### config.mk
export PLATFORM = sky130hd
export DESIGN_NAME = uart_tx
export DESIGN_NICKNAME = d
export VERILOG_FILES = /design/src/serial_pkg.sv /design/src/uart_tx.sv
export SDC_FILE = /design/constraint.sdc
export NUM_CORES = 1
export LEC_CHECK = 0
export BUFFER_PORTS_ARGS = -buffer_cell sky130_fd_sc_hd__buf_2
export CAP_MARGIN = 20
export CORE_AREA = 2 2 63 65
export DETAILED_ROUTE_END_ITERATION = 10
export DIE_AREA = 0 0 65 67
export GPL_TIMING_DRIVEN = 0
export MAX_ROUTING_LAYER = met4
export PLACE_DENSITY = 0.69
export SLEW_MARGIN = 20
export SYNTH_ARGS = -nofsm -noshare
export SYNTH_HDL_FRONTEND = slang
export SYNTH_SLANG_ARGS = --single-unit
export TNS_END_PERCENT = 20
### constraint.sdc
create_clock -name clock -period 5.7 [get_ports clock]
set_clock_uncertainty 0.15 [all_clocks]
set_input_delay 0.57 -clock clock [delete_from_list [all_inputs] [get_ports clock]]
set_output_delay 0.57 -clock clock [all_outputs]
set_load 0.005 [all_outputs]
### src/serial_pkg.sv
package serial_pkg;

  typedef logic [7:0] byte_t;

  // Characters used by the hex dump
  localparam byte_t ASCII_CR      = 8'h0D;
  localparam byte_t ASCII_LF      = 8'h0A;
  localparam byte_t ASCII_ZERO    = 8'h30;
  localparam byte_t ASCII_UPPER_A = 8'h41;

  // Holding slots in the transmitter
  localparam int UART_CREDITS = 2;

  // 8N1 frame sequence
  typedef enum logic [1:0] {
    TX_IDLE  = 2'd0,
    TX_START = 2'd1,
    TX_DATA  = 2'd2,
    TX_STOP  = 2'd3
  } tx_state_e;

endpackage

### src/uart_tx.sv
`timescale 1ns/1ps
module uart_tx #(
  parameter int BIT_CYCLES = 33
) (
  input  logic              clock,
  input  logic              usb_rst,
  input  logic              tx_valid_i,
  input  serial_pkg::byte_t tx_byte_i,
  output logic              tx_credit_o,
  output logic              tx_idle_o,
  output logic              uart_tx_o
);

  localparam int QD  = serial_pkg::UART_CREDITS;
  localparam int PW  = (QD > 1) ? $clog2(QD) : 1;
  localparam int BCW = $clog2(BIT_CYCLES + 1);

  serial_pkg::byte_t     hold_q [QD];  // Holding queue, one slot per credit
  logic [PW-1:0]         wr_q;
  logic [PW-1:0]         rd_q;
  logic [PW:0]           count_q;
  serial_pkg::tx_state_e state_q;
  serial_pkg::byte_t     shift_q;
  logic [BCW-1:0]        cyc_q;
  logic [2:0]            bit_q;
  logic                  bit_end_w;
  logic                  load_w;

  assign bit_end_w = (cyc_q == BCW'(BIT_CYCLES - 1));
  // Next byte enters straight after a stop bit, so frames run back to back
  assign load_w    = (count_q != '0) && ((state_q == serial_pkg::TX_IDLE) ||
                     (state_q == serial_pkg::TX_STOP && bit_end_w));
  assign tx_idle_o = (state_q == serial_pkg::TX_IDLE) && (count_q == '0);
  assign uart_tx_o = (state_q == serial_pkg::TX_START) ? 1'b0 :
                     (state_q == serial_pkg::TX_DATA)  ? shift_q[0] : 1'b1;

  always_ff @(posedge clock) begin
    if (tx_valid_i) begin
      hold_q[wr_q] <= tx_byte_i;
    end
    if (load_w) begin
      shift_q <= hold_q[rd_q];
    end else if (state_q == serial_pkg::TX_DATA && bit_end_w) begin
      shift_q <= shift_q >> 1;  // LSB first
    end
  end

  always_ff @(posedge clock) begin
    if (usb_rst) begin
      wr_q <= '0;
      rd_q <= '0;
      count_q <= '0;
      state_q <= serial_pkg::TX_IDLE;
      cyc_q <= '0;
      bit_q <= 3'd0;
      tx_credit_o <= 1'b0;
    end else begin
      if (tx_valid_i) wr_q <= (wr_q == PW'(QD - 1)) ? '0 : wr_q + 1'b1;
      if (load_w) rd_q <= (rd_q == PW'(QD - 1)) ? '0 : rd_q + 1'b1;
      count_q     <= count_q + (PW + 1)'(tx_valid_i) - (PW + 1)'(load_w);
      tx_credit_o <= load_w;  // Slot freed as the byte enters the shifter
      cyc_q       <= (bit_end_w || state_q == serial_pkg::TX_IDLE) ? '0 : cyc_q + 1'b1;

      case (state_q)
        serial_pkg::TX_IDLE:  if (load_w) state_q <= serial_pkg::TX_START;
        serial_pkg::TX_START: begin
          if (bit_end_w) begin
            state_q <= serial_pkg::TX_DATA;
            bit_q   <= 3'd0;
          end
        end
        serial_pkg::TX_DATA: begin
          if (bit_end_w) begin
            bit_q <= bit_q + 3'd1;
            if (bit_q == 3'd7) state_q <= serial_pkg::TX_STOP;
          end
        end
        default: begin
          if (bit_end_w) state_q <= load_w ? serial_pkg::TX_START : serial_pkg::TX_IDLE;
        end
      endcase
    end
  end

endmodule

==> metrics.txt <==
status=finished clean; Post-CTS Setup Inserts=0; Worst EP required=5.51 ns; top-level port count=14; Worst path max stage delay=0.46 ns; Die X=65 um; leakage dissipation=0.774 nW; RSZ-0062 raised after global routing=false; WP data arrival=2.19 ns; max cap viols=0; switching share of power=29.7%; TritonRoute pass-1 iters=4; nets=190; Max Root-Sink Buffers=2; Placeable Area=3610 um2; area growth from synthesis to layout=13.2%; grt ovf=0; DP Area=1980 um2; Yosys cell types=39; Detailed Place HPWL=2.15 mm; Port Buffer Count=13; largest net degree at the start of global routing=14; Post-synth EDFFs=24; H-tree Lvls=2; Psw=0.261 mW; Yosys reg bits=41; TritonCTS sink count=41; Slew Viols, Final=0; final period utilization=41.7%; Skew-Pair Late Insertion Delay=0.29 ns; vias=1109; share of cells above drive strength 1=19.9%; Root Driver=clkbuf_8; Setup CP Type=reg2reg; slew at the pin with the worst max-slew slack=0.774 ns; global placer's final weighted congestion=0.782; CTS resizes=0; total CTS buffers=5; post-synthesis instance area=1850 um2; n_diodes=0; ys flop type=edfxtp_1; cts-stage hold buffer count=0; antenna violations before repair=0; CP max-delay cell=o41ai_4; Power Internal=0.617 mW; most frequent cells in the layout=edfxtp_1 (24), nor2_1 (22), dfxtp_1 (17); Hold Path Cell Cnt=1; final hold violation count=0; net count after synthesis=170; CP cell instances=ha_1, nand4b_1, o41ai_4, buf_4, a21o_1; Power Dens Cells=419 nW/um2; Seq pwr share=43.8%; fill cell count=297; global-route wire length before repair=4.87 mm; Comb power frac=29.0%; Sum Neg Setup Slack=0 ns; Rows=22; starting density of the core=51.4%; clock slew at reported path FFs=0.08 ns; Async SR Flop Fraction=0%; final instance area=2100 um2; clock share of power=27.2%; initial drt markers=51; Final min period=2.38 ns; Vias/cell=5.06; wire per inst=13.3 um; cell family contributing the most delay on the critical path=compound AO/OA/AOI/OAI gates; WL final=2.92 mm; # setup viols final=0; most common cell after layout, fill and taps aside=edfxtp_1; die span in y=67 um; crit-path max FO=10; DIE AREA=4360 um2; CTS tree=done; FF-to-FF path depth=5; GRT Util Overall=15.6%; drt drc=0; Relative slew margins=48.3%; Hold WC Path Type=in2reg; Worst Path Buf+Inv=1; CP endpoint kind=flip-flop; Post-DRT Antenna Nets=0; syn_area_per_cell=12.3 um2; sequential share of the synthesized area=57.3%; startpoint types=flip-flop; number of global-route vias before repair=1093; Ys Warns=0; Syn Inst Count=150; maximum clock rate=420 MHz; CP Depth=5; worst vdd ir=0.194 mV; reg2reg setup slack=3.32 ns
[synthesized netlist by cell type (4+ instances only)]
cell type  instances  share of area, %
dfxtp_1           17                18
edfxtp_1          24                39
nand2b_1           5               1.7
a21oi_1            9               2.4
mux2i_1           10               5.4
xnor2_1            4               1.9
nor2_1            22               4.5
ha_1               9               6.1
nor2b_1            5               1.7
inv_1              7               1.4
[power by group through the flow]
stage,sequential [mW],clock (mW),combinational [mW]
after floorplan,0.386,0,0.201
after global placement,0.389,0,0.249
after detailed placement,0.392,0,0.257
after CTS,0.385,0.243,0.259
after global routing,0.389,0.253,0.285
final,0.384,0.239,0.255
[registers in the layout, summed over array words and instances, names as in the netlist, named ones only]
name,count
hold_q,16
shift_q,8
cyc_q,6
rd_q,1
state_q,2
count_q,2
bit_q,3
wr_q,1
tx_credit_o,1
[per-stage QoR]
step                      util (%)  power [mW]  hold slack, ns  std cells  worst slack, ns
final                         58.2       0.878           0.311        219             3.32
after global routing          58.2       0.928           0.304        219             3.15
after CTS                     58.2       0.887           0.307        219             3.29
after detailed placement      54.8       0.648           0.302        211             3.29
after global placement        54.8       0.637           0.290        211             3.37
after floorplan                  -       0.587           0.276        150             3.58
[routing by layer]
layer  share of wire, %  up-vias  GRT usage, %
met5                  0        -             -
met4                1.6        0          6.38
met3                3.1        5          4.56
met2                 48       12          25.0
met1                 47      521          18.7
li1                   -      571             -
[final timing paths]
kind / startpoint / end
max: state_q[0]$_SDFFE_PP0P_ / shift_q[1]$_DFFE_PP_
min: tx_byte_i[1] / hold_q[0][1]$_DFFE_PP_
max reg2reg: state_q[0]$_SDFFE_PP0P_ / shift_q[1]$_DFFE_PP_
min reg2reg: cyc_q[0]$_SDFF_PP0_ / cyc_q[0]$_SDFF_PP0_
[area by class of cell]
cell class                 instances  area, um2  share of cell area, %
buffer                             5       23.8                   1.13
clock buffer                       6       82.6                   3.94
sequential                        41       1060                   50.6
inverter                           7       26.3                   1.25
multi-input combinational         97        741                   35.3
tap                               48       60.1                   2.86
timing repair buffer              13       65.1                   3.10
clock inverter                     2       37.5                   1.79
[logic make-up after synthesis]
group	count (synthesis)	synth area share (%)
compound gates	19	8.72
simple gates	51	15.7
buf+inv	12	2.70
mux	11	6.22
flops	41	57.3
fa+ha+maj	9	6.08
xor+xnor	7	3.31
Power figures use the tool's default switching activity.
