--- src/telem_pkg.sv ---
package telem_pkg;

  // Log word layout
  localparam int LOG_WIDTH = 32;
  localparam int SIG_WIDTH = 20;  // Bits that trigger a capture
  localparam int IGN_WIDTH = LOG_WIDTH - SIG_WIDTH;  // Recorded only

  // Side bits sit above the change bits
  typedef struct packed {
    logic [IGN_WIDTH-1:0] ign;
    logic [SIG_WIDTH-1:0] chg;
  } log_word_t;

  // Hex dump engine
  typedef enum logic [1:0] {
    DUMP_IDLE = 2'd0,
    DUMP_REQ  = 2'd1,  // Ask the buffer for a word
    DUMP_EMIT = 2'd2,  // Eight hex digits, then CR LF
    DUMP_DONE = 2'd3   // Drain the UART
  } dump_state_e;

endpackage

--- src/tlm_capture.sv ---
`timescale 1ns/1ps
module tlm_capture #(
  parameter int LOG_DEPTH = 512
) (
  input  logic                           clock,
  input  logic                           usb_rst,
  input  logic                           enable_i,
  input  logic [telem_pkg::SIG_WIDTH-1:0] change_i,
  input  logic [telem_pkg::IGN_WIDTH-1:0] ignore_i,
  input  logic                           cap_credit_i,
  output logic                           cap_valid_o,
  output telem_pkg::log_word_t           cap_word_o,
  output logic [7:0]                     drop_count_o
);

  localparam int CW = $clog2(LOG_DEPTH + 1);

  logic                           en_q;
  logic [telem_pkg::SIG_WIDTH-1:0] chg_q;
  logic [telem_pkg::SIG_WIDTH-1:0] prev_q;
  logic [telem_pkg::IGN_WIDTH-1:0] ign_q;
  logic [CW-1:0]                  credit_q;
  logic                           hit_w;
  logic                           send_w;

  // Only the change field can trigger, side bits just ride along
  assign hit_w  = en_q && (chg_q != prev_q);
  assign send_w = hit_w && (credit_q != '0);

  // Input sampling and change reference
  always_ff @(posedge clock) begin
    if (usb_rst) begin
      en_q   <= 1'b0;
      chg_q  <= '0;
      prev_q <= '0;
    end else begin
      en_q   <= enable_i;
      chg_q  <= change_i;
      prev_q <= chg_q;  // Refreshed every cycle, enabled or not
    end
  end

  always_ff @(posedge clock) begin
    ign_q <= ignore_i;
    if (send_w) begin
      cap_word_o <= '{ign: ign_q, chg: chg_q};
    end
  end

  // Link A credits and drop counter
  always_ff @(posedge clock) begin
    if (usb_rst) begin
      cap_valid_o  <= 1'b0;
      credit_q     <= CW'(LOG_DEPTH);  // Whole buffer is free
      drop_count_o <= 8'd0;
    end else begin
      cap_valid_o <= send_w;
      credit_q    <= credit_q - CW'(send_w) + CW'(cap_credit_i);
      if (hit_w && !send_w && drop_count_o != 8'hFF) begin
        drop_count_o <= drop_count_o + 8'd1;  // Saturates
      end
    end
  end

endmodule

--- config.mk ---
export PLATFORM = sky130hd
export DESIGN_NAME = tlm_capture
export DESIGN_NICKNAME = d
export VERILOG_FILES = /design/src/telem_pkg.sv /design/src/tlm_capture.sv
export SDC_FILE = /design/constraint.sdc
export NUM_CORES = 1
export LEC_CHECK = 0
export BUFFER_PORTS_ARGS = -buffer_cell sky130_fd_sc_hd__buf_4
export CAP_MARGIN = 10
export CELL_PAD_IN_SITES_DETAIL_PLACEMENT = 1
export CELL_PAD_IN_SITES_GLOBAL_PLACEMENT = 2
export CORE_MARGIN = 4
export CORE_UTILIZATION = 23
export DETAILED_ROUTE_END_ITERATION = 12
export PLACE_DENSITY_LB_ADDON = 0.1
export SETUP_SLACK_MARGIN = 0.2
export SYNTH_ARGS = -nofsm -noshare
export SYNTH_HDL_FRONTEND = slang
export SYNTH_SLANG_ARGS = --single-unit
--- constraint.sdc ---
create_clock -name clock -period 10.4 [get_ports clock]
set_input_delay 1.56 -clock clock [delete_from_list [all_inputs] [get_ports clock]]
set_output_delay 1.56 -clock clock [all_outputs]
set_load 0.005 [all_outputs]
==> out/metrics.yaml <==
run_status: "completed"
layout_min_cycle_time_ns: 4.41
final_antenna_net_count: 0
postSynthNetCount: 356
synth_top_family_by_area: "simple AND/OR/NAND/NOR gates"
detailed_place_hpwl_um: 5640
powerDensity_nw_per_um2: 215
worst_r2r_path_depth: 16
critical-path-max-stage-delay_ns: 0.70
xor_xnor_cell_area_share_of_the_yosys_netlist_pct: 6.29
critical_path.cell_chain: "xor2_1, nor4_1, nand3_1, nor3_2, nor2_4, ha_1, inv_1, ha_1, inv_1, fa_1, nand2b_1, a21oi_1, o211a_1, nor3_1, nand2b_1, mux2_2"
die_width_um: 136
final_layout_size_suffix_gt1_share_pct: 25.6
critical_path.endpoint_type: "flop"
fillcell_total: 1775
crit_family: "simple AND/OR/NAND/NOR gates"
hold-path-endpoint: "cap_word_o[21]"
cts.hold.buffers_added: 0
boundary_pin_count: 77
ys_types: 39
port_buffers: 76
synth-seq-cells: 104
setup_repair_after_global_routing_missed_its_margin: "false"
final-max-slew-violation-count: 0
synthToLayoutAreaGrowth_pct: 28.8
post_synth_inst_count: 304
via_count: 2382
fin_setup_tns_ns: 0
synth_async_sr_flop_share_pct: 0
period_share_pct: 42.4
crit_slowest_cell: "nor3_2"
cp_data_required_time_ns: 10.64
start_util_pct: 23.6
maximum_number_of_pins_on_one_net_before_global_route_repair: 66
htree_num_levels: 3
critPathArrivalTime_ns: 4.65
globalRouteOverflowTotal: 0
fin_nets: 434
multiInputGateArea_sq_um: 1260
first_global_vias: 2479
post_drt_wl_per_cell_um: 13.5
worst_setup_path_start_kind: "flop"
post_placement_cell_area_sq_um: 4570
synth_area_in_compound_gates_pct: 4.09
met3RoutedLength_um: 637
place.gp.congestion: 0.716
finalClockSkew_ns: 0.00464
synth.cell_area_sq_um: 3760
die_height_um: 136
synth-simple-area-share_pct: 16.2
power.leakage_nw: 1.98
clock_sinks: 104
maxCapViolCount: 0
wl_met1_um: 3670
synth_sequential_area_ratio_pct: 63.9
antennaDiodeCount: 0
first_pass_grt_wire_length_um: 12900
synth_enable_flop_cells: 32
clock-root-buffer: "clkbuf_16"
synth.yosys.warnings: 0
cts_buffer_depth: 2
drt_wl_total_um: 8150
layout.cell_area.non_filler_sq_um: 4850
drt_drc_violations_left: 0
postCtsSetupBuffers: 0
fmax_ghz: 0.227
yosys-top-cells-area: "dfxtp_1, edfxtp_1, nor2b_1"
hold_path_depth: 0
number_of_search_and_repair_iterations_in_the_first_detailed_routing_pass: 4
dr.max_layer_used: "met4"
grt_antenna_before_repair: 0
synth-main-ff-cell: "dfxtp_1"
cts_tree: "done"
synth_fa_ha_area_share_pct: 5.52
clkSlewWorstSetupHoldPaths_ns: 0.07
setup_viol: 0
sequential_area_sq_um: 2400
synth_mux_area_share_pct: 1.20
hold_path.class: "flop to flop"
cp_max_fo: 33
yosys.area.top_type: "dfxtp_1"
worst_slew_margin_rel_pct: 29.7
clk-insertion-delay-late_ns: 0.35
crit_buf_inv: 2
met2_wirelength_um: 3680
synth_largest_type_area_fraction_pct: 38.3
rows: 46
global_route.usage.total_pct: 9.20
core_area_sq_um: 15900
worstSetupPathDepth: 16
timing_worst_slew_pin_value_ns: 1.05
cts.repair.resized: 0
regToRegSetupSlack_ns: 5.99
fp.dieArea_sq_um: 18500
tritoncts.num_buffers: 9
power.ir.vdd_worst_mv: 0.0836
first_iter_violations: 43
rr_endpoint: "credit_q[8]"
path_class: "flop to flop"
synth_area_per_cell_sq_um: 12.4
final-hold-violation-count: 0
launch_point_of_the_worst_hold_path: "ign_q[1]"
vias_per_cell: 3.95
worstReg2RegStart: "chg_q[4]"
==> cell type report <==
| class | count | area share (%) |
|---|---|---|
| sequential | 104 | 49.6 |
| timing repair buffer | 76 | 11.8 |
| tap | 216 | 5.58 |
| inverter | 17 | 1.32 |
| multi-input combinational | 174 | 26.0 |
| clock buffer | 9 | 4.65 |
| clock inverter | 7 | 1.11 |
==> stage by stage <==
stage               utilization, %  instances  hold slack, ns  setup slack, ns  total power [mW]
floorplan                        -        304           0.386             5.95             0.668
global placement              28.7        587           0.387             6.04             0.742
detailed placement            28.7        587           0.390             5.94             0.737
CTS                           30.4        603           0.408             5.93              1.07
global route                  30.4        603           0.411             5.61              1.12
finish                        30.4        603           0.404             5.99              1.04
==> logic make-up (layout without fill, tap and decap cells) <==
group | Yosys count | in the layout
mux | 4 | 4
fa+ha+maj | 16 | 16
compound gates | 23 | 23
buf+inv | 26 | 109
simple gates | 104 | 104
flops | 104 | 104
xor+xnor | 27 | 27
==> cells in the final DEF, fill, tap and decap left out, types with 8 or more instances in the layout <==
cell	n
xnor2_1	12
nor2b_1	47
a21oi_1	8
clkbuf_16	9
inv_1	17
ha_1	15
edfxtp_1	32
xor2_1	15
nor2_1	18
dfxtp_1	72
buf_4	76
==> how the worst max path moves through the flow <==
stage	startpoint	slack, ns	to
after detailed placement	chg_q[4]	5.94	credit_q[8]
after floorplan	credit_q[2]	5.95	credit_q[8]
after CTS	chg_q[4]	5.93	credit_q[8]
final	chg_q[4]	5.99	credit_q[8]
after global routing	chg_q[4]	5.61	credit_q[8]
after global placement	chg_q[4]	6.04	credit_q[8]
==> synth_stat cells, types with 2 or more instances <==
master / number
dfxtp_1: 72
nor2b_1: 47
edfxtp_1: 32
nor2_1: 19
inv_1: 17
ha_1: 15
xor2_1: 15
xnor2_1: 12
a21oi_1: 8
clkbuf_1: 6
nand2_1: 5
nor4_1: 5
mux2_2: 4
nand3_1: 4
nand4_1: 4
nor3_1: 4
and3_1: 3
nand2b_1: 3
o21bai_1: 3
o31ai_1: 3
a31oi_1: 2
o41ai_1: 2
or4_1: 2
or4b_1: 2
==> where the power goes <==
part | internal (mW) | leakage, nW | total [mW] | switching, mW
Combinational | 0.124 | 0.946 | 0.252 | 0.127
Clock | 0.164 | 0.135 | 0.318 | 0.154
Sequential | 0.455 | 0.901 | 0.471 | 0.0167
==> state kept, by name, summed over array words and instances (netlist names) <==
name,flops
cap_word_o,32
drop_count_o,8
prev_q,20
credit_q,10
en_q,1
chg_q,20
ign_q,12
cap_valid_o,1
==> per-layer routing <==
layer	global-route usage [%]	up-vias
met4	3.47	0
met3	4.15	16
met5	0	-
met1	11.2	1113
li1	-	1183
met2	14.3	70
Note: power is estimated with default switching activity, not from simulation.
