**src/serial_pkg.sv**
```systemverilog
package serial_pkg;

  typedef logic [7:0] byte_t;

  // Characters used by the hex dump
  localparam byte_t ASCII_CR      = 8'h0D;
  localparam byte_t ASCII_LF      = 8'h0A;
  localparam byte_t ASCII_ZERO    = 8'h30;
  localparam byte_t ASCII_UPPER_A = 8'h41;

  // Holding slots in the transmitter
  localparam int UART_CREDITS = 2;

  // 8N1 frame sequence
  typedef enum logic [1:0] {
    TX_IDLE  = 2'd0,
    TX_START = 2'd1,
    TX_DATA  = 2'd2,
    TX_STOP  = 2'd3
  } tx_state_e;

endpackage

```
**src/telem_pkg.sv**
```systemverilog
package telem_pkg;

  // Log word layout
  localparam int LOG_WIDTH = 32;
  localparam int SIG_WIDTH = 20;  // Bits that trigger a capture
  localparam int IGN_WIDTH = LOG_WIDTH - SIG_WIDTH;  // Recorded only

  // Side bits sit above the change bits
  typedef struct packed {
    logic [IGN_WIDTH-1:0] ign;
    logic [SIG_WIDTH-1:0] chg;
  } log_word_t;

  // Hex dump engine
  typedef enum logic [1:0] {
    DUMP_IDLE = 2'd0,
    DUMP_REQ  = 2'd1,  // Ask the buffer for a word
    DUMP_EMIT = 2'd2,  // Eight hex digits, then CR LF
    DUMP_DONE = 2'd3   // Drain the UART
  } dump_state_e;

endpackage

```
**src/hex_dump.sv**
```systemverilog
`timescale 1ns/1ps
module hex_dump (
  input  logic                 clock,
  input  logic                 usb_rst,
  input  logic                 send_i,
  input  logic                 buf_empty_i,
  input  logic                 rd_valid_i,
  input  telem_pkg::log_word_t rd_word_i,
  output logic                 rd_credit_o,
  input  logic                 tx_credit_i,
  input  logic                 tx_idle_i,
  output logic                 tx_valid_o,
  output serial_pkg::byte_t    tx_byte_o,
  output logic                 busy_o
);

  localparam int TCW = $clog2(serial_pkg::UART_CREDITS + 1);

  telem_pkg::dump_state_e          state_q;
  logic [telem_pkg::LOG_WIDTH-1:0] word_q;
  logic                            have_q;    // Word loaded for this line
  logic [3:0]                      char_q;    // 0..7 digits, 8 CR, 9 LF
  logic [TCW-1:0]                  credit_q;
  logic                            emit_w;
  logic [3:0]                      nib_w;
  serial_pkg::byte_t               char_w;

  assign busy_o = (state_q != telem_pkg::DUMP_IDLE);
  assign emit_w = (state_q == telem_pkg::DUMP_EMIT) && have_q && (credit_q != '0);
  assign nib_w  = word_q[telem_pkg::LOG_WIDTH-1 -: 4];  // Top nibble goes first

  // Nibble to upper-case hex, or line end
  always_comb begin
    if (char_q == 4'd8) begin
      char_w = serial_pkg::ASCII_CR;
    end else if (char_q == 4'd9) begin
      char_w = serial_pkg::ASCII_LF;
    end else if (nib_w < 4'd10) begin
      char_w = serial_pkg::ASCII_ZERO + {4'h0, nib_w};
    end else begin
      char_w = serial_pkg::ASCII_UPPER_A + {4'h0, nib_w} - 8'd10;
    end
  end

  always_ff @(posedge clock) begin
    if (rd_valid_i) begin
      word_q <= rd_word_i;
    end else if (emit_w && char_q < 4'd8) begin
      word_q <= word_q << 4;
    end
    if (emit_w) begin
      tx_byte_o <= char_w;
    end
  end

  always_ff @(posedge clock) begin
    if (usb_rst) begin
      state_q     <= telem_pkg::DUMP_IDLE;
      have_q      <= 1'b0;
      char_q      <= 4'd0;
      credit_q    <= TCW'(serial_pkg::UART_CREDITS);
      rd_credit_o <= 1'b0;
      tx_valid_o  <= 1'b0;
    end else begin
      rd_credit_o <= 1'b0;
      tx_valid_o  <= emit_w;
      credit_q    <= credit_q - TCW'(emit_w) + TCW'(tx_credit_i);

      case (state_q)
        telem_pkg::DUMP_IDLE: begin
          if (send_i) begin
            state_q <= telem_pkg::DUMP_REQ;
          end
        end
        telem_pkg::DUMP_REQ: begin
          if (buf_empty_i) begin
            state_q <= telem_pkg::DUMP_DONE;  // Nothing left to print
          end else begin
            rd_credit_o <= 1'b1;  // Exactly one word at a time
            have_q      <= 1'b0;
            char_q      <= 4'd0;
            state_q     <= telem_pkg::DUMP_EMIT;
          end
        end
        telem_pkg::DUMP_EMIT: begin
          if (rd_valid_i) begin
            have_q <= 1'b1;
          end
          if (emit_w) begin
            char_q <= char_q + 4'd1;
            if (char_q == 4'd9) begin
              state_q <= telem_pkg::DUMP_REQ;
            end
          end
        end
        default: begin
          // Busy holds until the last stop bit is out
          if (credit_q == TCW'(serial_pkg::UART_CREDITS) && tx_idle_i) begin
            state_q <= telem_pkg::DUMP_IDLE;
          end
        end
      endcase
    end
  end

endmodule

```
**config.mk**
```make
export PLATFORM = sky130hd
export DESIGN_NAME = hex_dump
export DESIGN_NICKNAME = d
export VERILOG_FILES = /design/src/serial_pkg.sv /design/src/telem_pkg.sv /design/src/hex_dump.sv
export SDC_FILE = /design/constraint.sdc
export NUM_CORES = 1
export LEC_CHECK = 0
export BUFFER_PORTS_ARGS = -buffer_cell sky130_fd_sc_hd__buf_2
export CELL_PAD_IN_SITES_DETAIL_PLACEMENT = 1
export CELL_PAD_IN_SITES_GLOBAL_PLACEMENT = 1
export CORE_ASPECT_RATIO = 0.75
export CORE_MARGIN = 2
export CORE_UTILIZATION = 43
export CTS_CLUSTER_DIAMETER = 80
export DETAILED_ROUTE_END_ITERATION = 8
export PLACE_DENSITY = 0.81
export SLEW_MARGIN = 20
export SYNTH_ARGS = -nofsm -noshare
export SYNTH_HDL_FRONTEND = slang
export SYNTH_SLANG_ARGS = --single-unit
```
**constraint.sdc**
```tcl
create_clock -name clock -period 3.3 [get_ports clock]
set_input_delay 0.165 -clock clock [delete_from_list [all_inputs] [get_ports clock]]
set_output_delay 0.165 -clock clock [all_outputs]
set_load 0.03 [all_outputs]
```
==> results of run 1 <==
==> worst max-delay path, delay by kind of cell, from the launching register on <==
family          cells  cell delay (ns)
flops               1             0.47
compound gates      1             0.12
buf+inv             1             0.39
simple gates        2             0.37
==> cells in the final DEF (no fill, tap or decap), types with 2 or more instances in the layout <==
cell      count
clkbuf_8      5
buf_4         2
nor2b_1       5
o21a_1        3
o21ai_0       6
inv_1         7
ha_1          5
nand2_1       6
nand3_1       4
nor2_1        6
a21oi_1       8
edfxtp_1     39
clkbuf_1      3
or4_1         2
buf_2        48
xnor2_1       2
dfxtp_1      11
and2_1        4
mux2_2       29
o31ai_1       2
a31oi_1       2
nand2b_1      2
==> flip-flops by register name, summed over array words and instances (netlist names) <==
signal and count:
word_q 32, tx_byte_o 7, char_q 4, credit_q 2, state_q 2, have_q 1
rd_credit_o 1, tx_valid_o 1
==> through the flow <==
stage / utilization / area (um^2)
final: 0.535 / 2680
after global routing: 0.535 / 2680
after CTS: 0.535 / 2680
after detailed placement: 0.519 / 2600
after global placement: 0.519 / 2600
after floorplan: - / 2290
==> area by class of cell <==
class | instances | area share
clock buffer | 8 | 0.0299
inverter | 8 | 0.0112
multi-input combinational | 103 | 0.311
sequential | 50 | 0.519
tap | 72 | 0.0336
timing repair buffer | 50 | 0.0952
==> worst min path at each step <==
stage	end	cells after the start	slack [ns]
global route	word_q[0]	2	0.14
detailed placement	word_q[3]	2	0.45
CTS	word_q[0]	2	0.13
global placement	word_q[1]	2	0.45
finish	word_q[3]	2	0.14
floorplan	credit_q[1]	2	0.33
==> cells in the mapped netlist (2+ instances only) <==
cell type / number
nand3_1: 4
o31ai_1: 2
inv_1: 7
clkbuf_1: 3
and2_1: 4
o21a_1: 3
nand2_1: 6
dfxtp_1: 11
a21oi_1: 8
or4_1: 2
nand2b_1: 2
xnor2_1: 2
nor2b_1: 5
ha_1: 5
edfxtp_1: 39
mux2_2: 29
a31oi_1: 2
o21ai_0: 6
o21bai_1: 2
nor2_1: 6
buf_2: 2
==> power groups by stage <==
stage               combinational, mW  clock [mW]  sequential (mW)
finish                          0.135       0.339            0.744
global route                    0.150       0.374            0.750
CTS                             0.138       0.351            0.744
detailed placement              0.137           0            0.759
global placement                0.133           0            0.756
floorplan                      0.0962           0            0.754
==> logic make-up (layout without fill, tap and decap cells) <==
| family | Yosys count | in the layout | share of synthesized area |
|---|---|---|---|
| other cells | 1 | 1 | 0.00164 |
| buf+inv | 15 | 66 | 0.0306 |
| xor+xnor | 2 | 2 | 0.00765 |
| simple gates | 38 | 38 | 0.102 |
| compound gates | 27 | 27 | 0.0770 |
| fa+ha+maj | 5 | 5 | 0.0273 |
| mux | 30 | 30 | 0.147 |
| flops | 50 | 50 | 0.607 |
==> per-layer routing <==
layer	track usage	wire length (um)
met5	0	0
met4	0.0625	59
met3	0.0452	189
met2	0.273	2170
met1	0.192	1840
==> qor.txt, run 1 <==
run status -> completed
post-cts sizing count -> 0
Post-DRT Antenna Nets -> 0
area used by sequential logic in the layout -> 0.00139 mm^2
top flip-flop cell by instance count after synthesis -> edfxtp_1
final worst clock skew -> 0.00509 ns
setup violators final -> 0
LEAKAGE -> 1.05 nW
Site Rows -> 22
first-pass GRT wire length -> 6.97 mm
Post-Synthesis Cell Area -> 0.00229 mm^2
maximum capacitance violations -> 0
async set-reset flop share out of synthesis -> 0
clock tree from TritonCTS -> done
half-perimeter wire length after placement -> 3.14 mm
First DRT Iteration DRCs -> 65
number of detailed-route iterations in the first pass -> 4
largest area contributor in the netlist -> edfxtp_1
share of synthesized area occupied by flip-flops and latches -> 0.607
sw frac -> 0.223
capture point of the worst path -> word_q[29]
Syn Area/Cell -> 13.6 um^2
origin of the critical flop-to-flop path -> state_q[1]
clock share of power -> 0.278
setup slack, reg-to-reg -> 1.60 ns
Final Slew Violations -> 0
share of the synthesized area in the top cell type -> 0.511
DR WL/cell -> 14.6 um
number of cells on the worst reg-to-reg path -> 4
die height -> 67.2 um
synthesized instance count -> 168
Slowest Stage Delay on Critical Path -> 0.47 ns
share of power burned in registers -> 0.611
post-layout total power -> 1.22 mW
minimum clock period after layout -> 1.70 ns
critical path data arrival time -> 1.66 ns
hold wc startpoint -> rd_word_i[3]
final cell count without fillers -> 291
CP max FO -> 32
Clock Latency Late Sink -> 0.30 ns
number of buffers inserted by hold repair at cts -> 0
Synthesized Nets -> 212
via total after detailed routing -> 1433
crit path max-delay cell type -> dfxtp_1
Distinct cells, synth -> 39
total clock buffers created by CTS -> 5
synthesis warning total -> 0
aggregate routed wire length -> 4.26 mm
Fmax -> 587 MHz
initial core utilization -> 0.457
launch point of the critical path -> state_q[1]
average via count per standard cell -> 4.92
proportion of power drawn by combinational gates -> 0.111
core area -> 0.00501 mm^2
Post-CTS Setup Inserts -> 0
PortBufs -> 48
Synth area leaders -> edfxtp_1 (51%), mux2_2 (14%), dfxtp_1 (9.6%), ha_1 (2.7%), a21oi_1 (1.7%)
# diodes -> 0
placed cell count -> 283
Placement Setup Slack -> 1.62 ns
final number of hold-violating endpoints -> 0
Int Power -> 0.946 mW
post-route DRC violation count -> 0
kind of end point of the critical path -> flip-flop
total global routing track utilization -> 0.160
number of I/O pins -> 50
clock transition at the register clock pins on the worst setup and hold paths after CTS -> 0.09 ns
total negative slack -> 0 ns
FF-to-FF End -> word_q[29]
Layout fillers -> 546
Max H-tree Level -> 2
CP Cell Sequence -> and3b_2, nand2_2, o21bai_2, buf_4
synth-to-layout area growth -> 17.0%
die footprint -> 0.00593 mm^2
RSZ-0062 raised after global routing -> no
Final Cycle Share -> 0.516
Min Hold Slack -> 0.143 ns
overflow left after global routing -> 0
flip-flop and latch count after synthesis -> 50
x dimension of the die -> 88.3 um
Post-synth EDFFs -> 39
power per standard cell area -> 454 mW/mm^2
worst path required time -> 3.25 ns
Final nets -> 262
routability-driven placement congestion ratio -> 0.778
area occupied by multi-input gates -> 833 um^2
maximum count of clock buffers along a single path -> 2
number of antenna violations at the first check in global routing -> 0
fraction of layout cells with a size suffix above 1 -> 0.416
number of clock sinks seen by CTS -> 50
type of the worst setup path -> flip-flop to flip-flop
Worst Setup Start Kind -> flip-flop
number of global-route vias before repair -> 1466
hold crit path type -> primary input to flip-flop
Sw Pwr -> 0.272 mW
maximum resistive drop on vdd -> 0.273 mV
maximum number of pins on one net before global-route repair -> 33
worst path setup slack after routing -> 1.60 ns
clock root cell -> clkbuf_8
(Power assumes the default switching activity.)
==> run 2: changes to the inputs <==
--- a/config.mk
+++ b/config.mk
@@ -10,10 +10,10 @@
 export CELL_PAD_IN_SITES_GLOBAL_PLACEMENT = 1
 export CORE_ASPECT_RATIO = 0.75
 export CORE_MARGIN = 2
-export CORE_UTILIZATION = 43
+export CORE_UTILIZATION = 39
 export CTS_CLUSTER_DIAMETER = 80
 export DETAILED_ROUTE_END_ITERATION = 8
-export PLACE_DENSITY = 0.81
+export PLACE_DENSITY = 0.78
 export SLEW_MARGIN = 20
 export SYNTH_ARGS = -nofsm -noshare
 export SYNTH_HDL_FRONTEND = slang
==> constraint.sdc (replaced) <==
create_clock -name clock -period 1.53 [get_ports clock]
set_input_delay 0.0765 -clock clock [delete_from_list [all_inputs] [get_ports clock]]
set_output_delay 0.0765 -clock clock [all_outputs]
set_load 0.03 [all_outputs]
==> run 2 against run 1 <==
Against the previous run:
- hold slack got worse by 0.093 ns
- clock-buffer cell count fell by 3
- register-to-register slack got worse by 1.5 ns
- critical endpoint is now char_q[2]
- highest routed layer unchanged
==> qor.txt, run 2 (synthesis gave the netlist of run 1 again) <==
RSZ-0062 raised after global routing -> no
Clock Latency Late Sink -> 0.31 ns (about the same)
run status -> completed
overflow left after global routing -> 0 (unchanged)
synth-to-layout area growth -> 22.7%
setup slack, reg-to-reg -> 0.09 ns (-1.51 ns)
CP max FO -> 7 (-78%)
FF-to-FF End -> char_q[2]
maximum count of clock buffers along a single path -> 2 (unchanged)
first-pass GRT wire length -> 7.71 mm (+11%)
maximum capacitance violations -> 0 (unchanged)
aggregate routed wire length -> 4.48 mm (+5.3%)
die height -> 70.4 um (+4.7%)
most common library cell in the layout ignoring fill and taps -> buf_2
initial core utilization -> 0.399 (-0.0579)
largest registers in the final layout -> word_q: 32 flops, tx_byte_o: 7 flops, char_q: 4 flops
setup violators final -> 0 (unchanged)
type of the worst setup path -> flip-flop to flip-flop
worst path setup slack after routing -> 0.0909 ns (-1.51 ns)
Hold Path Cell Cnt -> 2 (unchanged)
Post-DRT Antenna Nets -> 0 (unchanged)
number of flip-flops in the largest register -> 32 (unchanged)
kind of end point of the critical path -> flip-flop
number of detailed-route iterations in the first pass -> 4 (unchanged)
number of I/O pins -> 50 (unchanged)
# diodes -> 0 (unchanged)
Placement Setup Slack -> 0.0105 ns (-1.61 ns)
Fmax -> 695 MHz (+18%)
final core occ -> 0.490 (-0.0448)
First DRT Iteration DRCs -> 58 (-11%)
routability-driven placement congestion ratio -> 0.842 (+8.2%)
PortBufs -> 48 (unchanged)
origin of the critical flop-to-flop path -> char_q[0]
most frequent cells in the layout -> buf_2 (48), edfxtp_1 (39), mux2_2 (29), dfxtp_1 (10), a21oi_1 (8)
Max H-tree Level -> 2 (unchanged)
clock transition at the register clock pins on the worst setup and hold paths after CTS -> 0.09 ns (about the same)
Min Hold Slack -> 0.0499 ns (-0.0930 ns)
final worst clock skew -> 0.0109 ns (+0.00579 ns)
Final Slew Violations -> 0 (unchanged)
Final Cycle Share -> 0.941 (+0.424)
clock tree from TritonCTS -> done
top register by number of flip-flops -> word_q
worst path required time -> 1.76 ns (-1.49 ns)
number of cells on the worst reg-to-reg path -> 4 (unchanged)
post-route DRC violation count -> 0 (unchanged)
half-perimeter wire length after placement -> 3.22 mm (+2.7%)
clock root cell -> clkbuf_8
final number of hold-violating endpoints -> 0 (unchanged)
Site Rows -> 24 (+9.1%)
total global routing track utilization -> 0.154 (-0.00514)
maximum resistive drop on vdd -> 0.493 mV (+80%)
DR WL/cell -> 14.9 um (+1.8%)
minimum clock period after layout -> 1.44 ns (-0.264 ns)
post-layout total power -> 3.02 mW (+150%)
maximum number of pins on one net before global-route repair -> 33 (unchanged)
number of antenna violations at the first check in global routing -> 0 (unchanged)
via total after detailed routing -> 1454 (+1.5%)
hold crit path type -> primary input to flip-flop
average via count per standard cell -> 4.83 (-1.9%)
die footprint -> 0.00651 mm^2 (+9.7%)
critical path data arrival time -> 1.67 ns (about the same)
fraction of layout cells with a size suffix above 1 -> 0.444 (+0.0284)
number of clock sinks seen by CTS -> 50 (unchanged)
Worst Setup Start Kind -> flip-flop
power per standard cell area -> 1070 mW/mm^2 (+140%)
x dimension of the die -> 92.5 um (+4.8%)
core area -> 0.00574 mm^2 (+14%)
Hold Crit Endpoint -> word_q[3]
number of global-route vias before repair -> 1588 (+8.3%)
hold wc startpoint -> rd_word_i[3]
Final nets -> 266 (+1.5%)
LEAKAGE -> 1.11 nW (+5.8%)
total clock buffers created by CTS -> 5 (unchanged)
[run 2: changes by cell type in the layout (fill, tap and decap cells not counted), moves of 2 or more]
cell and change:
bufinv_16 +2, clkbuf_1 -3, buf_4 +2, buf_12 +2
[run 2: power breakdown]
part	leakage (nW)	switching (mW)	internal, mW
Combinational	0.580	0.155	0.174
Clock	0.0658	0.447	0.647
Sequential	0.469	0.0342	1.56
[run 2: area by class of cell]
class	count	area, um^2
Clock inverter	3	63.8
Tap cell	78	97.6
Fill cell	611	2920
Multi-Input combinational cell	103	848
Inverter	8	30.0
Timing Repair Buffer	54	310
Clock buffer	5	68.8
Sequential cell	50	1390
[run 2: critical path, cell delays in order (launching register included)]
cell	delay, ns
dfxtp_2	0.42
ha_1	0.17
inv_1	0.05
or4_1	0.53
a21oi_1	0.19
[run 2: routing by layer]
layer / part of all wire / global-route usage / vias to the layer above
met2: 0.50 / 0.270 / 32
met1: 0.43 / 0.179 / 688
met5: 0 / 0 / -
met4: 0.022 / 0.0630 / 0
li1: - / - / 723
met3: 0.047 / 0.0410 / 11
[run 2: how the worst max path moves through the flow]
stage	slack (ns)	from	to	cells after the start
after floorplan	-0.15	state_q[0]	word_q[0]	4
after global placement	0.16	char_q[0]	tx_byte_o[3]	4
after detailed placement	0.01	char_q[0]	char_q[2]	4
after CTS	0.09	char_q[0]	char_q[2]	4
after global routing	0.02	char_q[1]	state_q[1]	5
final	0.09	char_q[0]	char_q[2]	4
[run 2: repair_timing]
| item | CTS | global route |
|---|---|---|
| setup buffers | 0 | 0 |
| gates cloned | 0 | 0 |
| setup endpoints to repair | 1 | 11 |
| gates resized for setup | 1 | 1 |
| hold buffers | 0 | 0 |
| hold endpoints to repair | 0 | 0 |
[run 2: stage by stage]
step           area, um^2  TNS, ns  std cells
4_1_cts              2810        0        301
3_5_place_dp         2680        0        293
5_1_grt              2810        0        301
3_3_place_gp         2680        0        293
2_1_floorplan        2310    -4.89        168
6_report             2810        0        301
==> run 3: changes to the inputs <==
--- a/config.mk
+++ b/config.mk
@@ -8,7 +8,6 @@
 export BUFFER_PORTS_ARGS = -buffer_cell sky130_fd_sc_hd__buf_2
 export CELL_PAD_IN_SITES_DETAIL_PLACEMENT = 1
 export CELL_PAD_IN_SITES_GLOBAL_PLACEMENT = 1
-export CORE_ASPECT_RATIO = 0.75
 export CORE_MARGIN = 2
 export CORE_UTILIZATION = 39
 export CTS_CLUSTER_DIAMETER = 80
==> run 3 against run 2 <==
Against the previous run:
- die area barely moved
- largest power group unchanged
- non-clock buffer count rose by 3
- critical path type unchanged
- clock power fell by 16%
- register-to-register slack barely moved
- largest cell class unchanged
- setup slack improved by 0.0090 ns
- hold slack improved by 0.0059 ns
- critical path depth did not move
==> qor.txt, run 3 (synthesis gave the netlist of run 1 again) <==
run status -> completed
Worst Setup Start Kind -> flip-flop
Hold Path Cell Cnt -> 2 (unchanged)
Post-CTS Setup Inserts -> 0 (unchanged)
top register by number of flip-flops -> word_q
initial core utilization -> 0.411 (+0.0116)
total global routing track utilization -> 0.147 (-0.00781)
setup violators final -> 0 (unchanged)
First DRT Iteration DRCs -> 51 (-12%)
number of flip-flops in the largest register -> 32 (unchanged)
routability-driven placement congestion ratio -> 0.786 (-6.7%)
number of antenna violations at the first check in global routing -> 0 (unchanged)
Clock Latency Late Sink -> 0.30 ns (about the same)
number of I/O pins -> 50 (unchanged)
maximum number of pins on one net before global-route repair -> 19 (-42%)
number of detailed-route iterations in the first pass -> 4 (unchanged)
worst path setup slack after routing -> 0.0999 ns (+0.00901 ns)
proportion of power drawn by combinational gates -> 0.121 (+0.012)
post-layout total power -> 2.85 mW (-5.5%)
RSZ-0062 raised after global routing -> no
clock root cell -> clkbuf_8
FF-to-FF End -> tx_byte_o[3]
clock tree from TritonCTS -> done
Final Slew Violations -> 0 (unchanged)
clock share of power -> 0.322 (-0.041)
hold crit path type -> primary input to flip-flop
sw frac -> 0.220 (+0.00853)
origin of the critical flop-to-flop path -> char_q[0]
Placement Setup Slack -> 0.110 ns (+0.0999 ns)
Final Cycle Share -> 0.935 (-0.00589)
# diodes -> 0 (unchanged)
LEAKAGE -> 1.12 nW (+0.79%)
hold wc startpoint -> rd_word_i[0]
die height -> 80.6 um (+15%)
launch point of the critical path -> char_q[0]
Fmax -> 699 MHz (+0.63%)
synth-to-layout area growth -> 22.7% (unchanged)
clock transition at the register clock pins on the worst setup and hold paths after CTS -> 0.09 ns (about the same)
most frequent cells in the layout -> buf_2 (48), edfxtp_1 (39), mux2_2 (29), dfxtp_1 (11), a21oi_1 (8)
overflow left after global routing -> 0 (unchanged)
number of clock sinks seen by CTS -> 50 (unchanged)
PortBufs -> 48 (unchanged)
final number of hold-violating endpoints -> 0 (unchanged)
maximum count of clock buffers along a single path -> 2 (unchanged)
critical path data arrival time -> 1.49 ns (-0.18 ns)
share of power burned in registers -> 0.557 (+0.029)
first-pass GRT wire length -> 7.14 mm (-7.4%)
total clock buffers created by CTS -> 5 (unchanged)
Hold Crit Endpoint -> word_q[0]
Post-DRT Antenna Nets -> 0 (unchanged)
die footprint -> 0.00650 mm^2 (about the same)
Site Rows -> 27 (+13%)
kind of end point of the critical path -> flip-flop
x dimension of the die -> 80.6 um (-13%)
maximum capacitance violations -> 0 (unchanged)
average via count per standard cell -> 5.02 (+3.9%)
setup slack, reg-to-reg -> 0.1 ns (about the same)
number of cells on the worst reg-to-reg path -> 4 (unchanged)
CP max FO -> 7 (unchanged)
Max H-tree Level -> 2 (unchanged)
minimum clock period after layout -> 1.43 ns (-0.00901 ns)
number of global-route vias before repair -> 1565 (-1.4%)
largest registers in the final layout -> word_q: 32 flops, tx_byte_o: 7 flops, char_q: 4 flops
type of the worst setup path -> flip-flop to flip-flop
aggregate routed wire length -> 4.26 mm (-5.1%)
maximum resistive drop on vdd -> 0.520 mV (+5.4%)
Sw Pwr -> 0.626 mW (-1.7%)
number of buffers inserted by hold repair at cts -> 0 (unchanged)
most common library cell in the layout ignoring fill and taps -> buf_2
core area -> 0.00557 mm^2 (-2.8%)
post-route DRC violation count -> 0 (unchanged)
via total after detailed routing -> 1496 (+2.9%)
final worst clock skew -> 0.00754 ns (-0.00334 ns)
post-cts sizing count -> 0 (-1)
power per standard cell area -> 1010 mW/mm^2 (-5.5%)
Int Power -> 2.23 mW (-6.5%)
fraction of layout cells with a size suffix above 1 -> 0.447 (+0.00296)
DR WL/cell -> 14.3 um (-4.1%)
Final nets -> 269 (+1.1%)
worst path required time -> 1.58 ns (-0.18 ns)
half-perimeter wire length after placement -> 3.29 mm (+2.0%)
-- run 3: cell count changes in the layout (fill, tap and decap cells not counted), sizes merged --
cell / change
buf: +3
bufinv: -1
clkinv: +1
-- run 3: cell type report --
| type | count | area, um^2 |
|---|---|---|
| inverter | 8 | 30.0 |
| multi-input combinational | 103 | 846 |
| clock inverter | 3 | 40.0 |
| fill | 600 | 2760 |
| timing repair buffer | 57 | 345 |
| sequential | 50 | 1390 |
| tap | 72 | 90.1 |
| clock buffer | 5 | 68.8 |
-- run 3: per-layer routing --
metal,vias up,global-route usage,part of all wire
met4,0,0.0492,0.013
met3,7,0.0371,0.051
li1,723,-,-
met5,-,0,0
met1,729,0.183,0.41
met2,37,0.247,0.52
-- run 3: metrics by stage --
stage	instance area (um^2)	instances	hold slack (ns)	util	TNS (ns)
after global placement	2700	290	0.359	0.485	0
final	2810	298	0.0558	0.504	0
after floorplan	2310	168	0.237	-	-4.89
after global routing	2810	298	0.0513	0.504	0
after CTS	2810	298	0.0459	0.504	0
after detailed placement	2700	290	0.365	0.485	0
-- run 3: worst max-delay path, cell delays in order, from the launching register on --
cell and delay [ns]:
dfxtp_1 0.47, inv_1 0.08, ha_1 0.23, o21a_1 0.24
o21bai_1 0.17
-- run 3: worst max-delay path by stage --
stage / end / slack, ns / depth (start not counted)
after floorplan: word_q[0] / -0.15 / 4
after global placement: tx_byte_o[3] / 0.16 / 4
after detailed placement: tx_byte_o[3] / 0.11 / 4
after CTS: tx_byte_o[3] / 0.1 / 4
after global routing: state_q[1] / 0.02 / 5
final: tx_byte_o[3] / 0.1 / 4
-- run 3: power groups by stage --
| stage | Sequential [mW] | Combinational, mW | Clock (mW) |
|---|---|---|---|
| after CTS | 1.59 | 0.353 | 0.948 |
| after floorplan | 1.62 | 0.211 | 0 |
| after global routing | 1.60 | 0.384 | 1.00 |
| after global placement | 1.62 | 0.340 | 0 |
| after detailed placement | 1.62 | 0.350 | 0 |
| final | 1.59 | 0.345 | 0.918 |
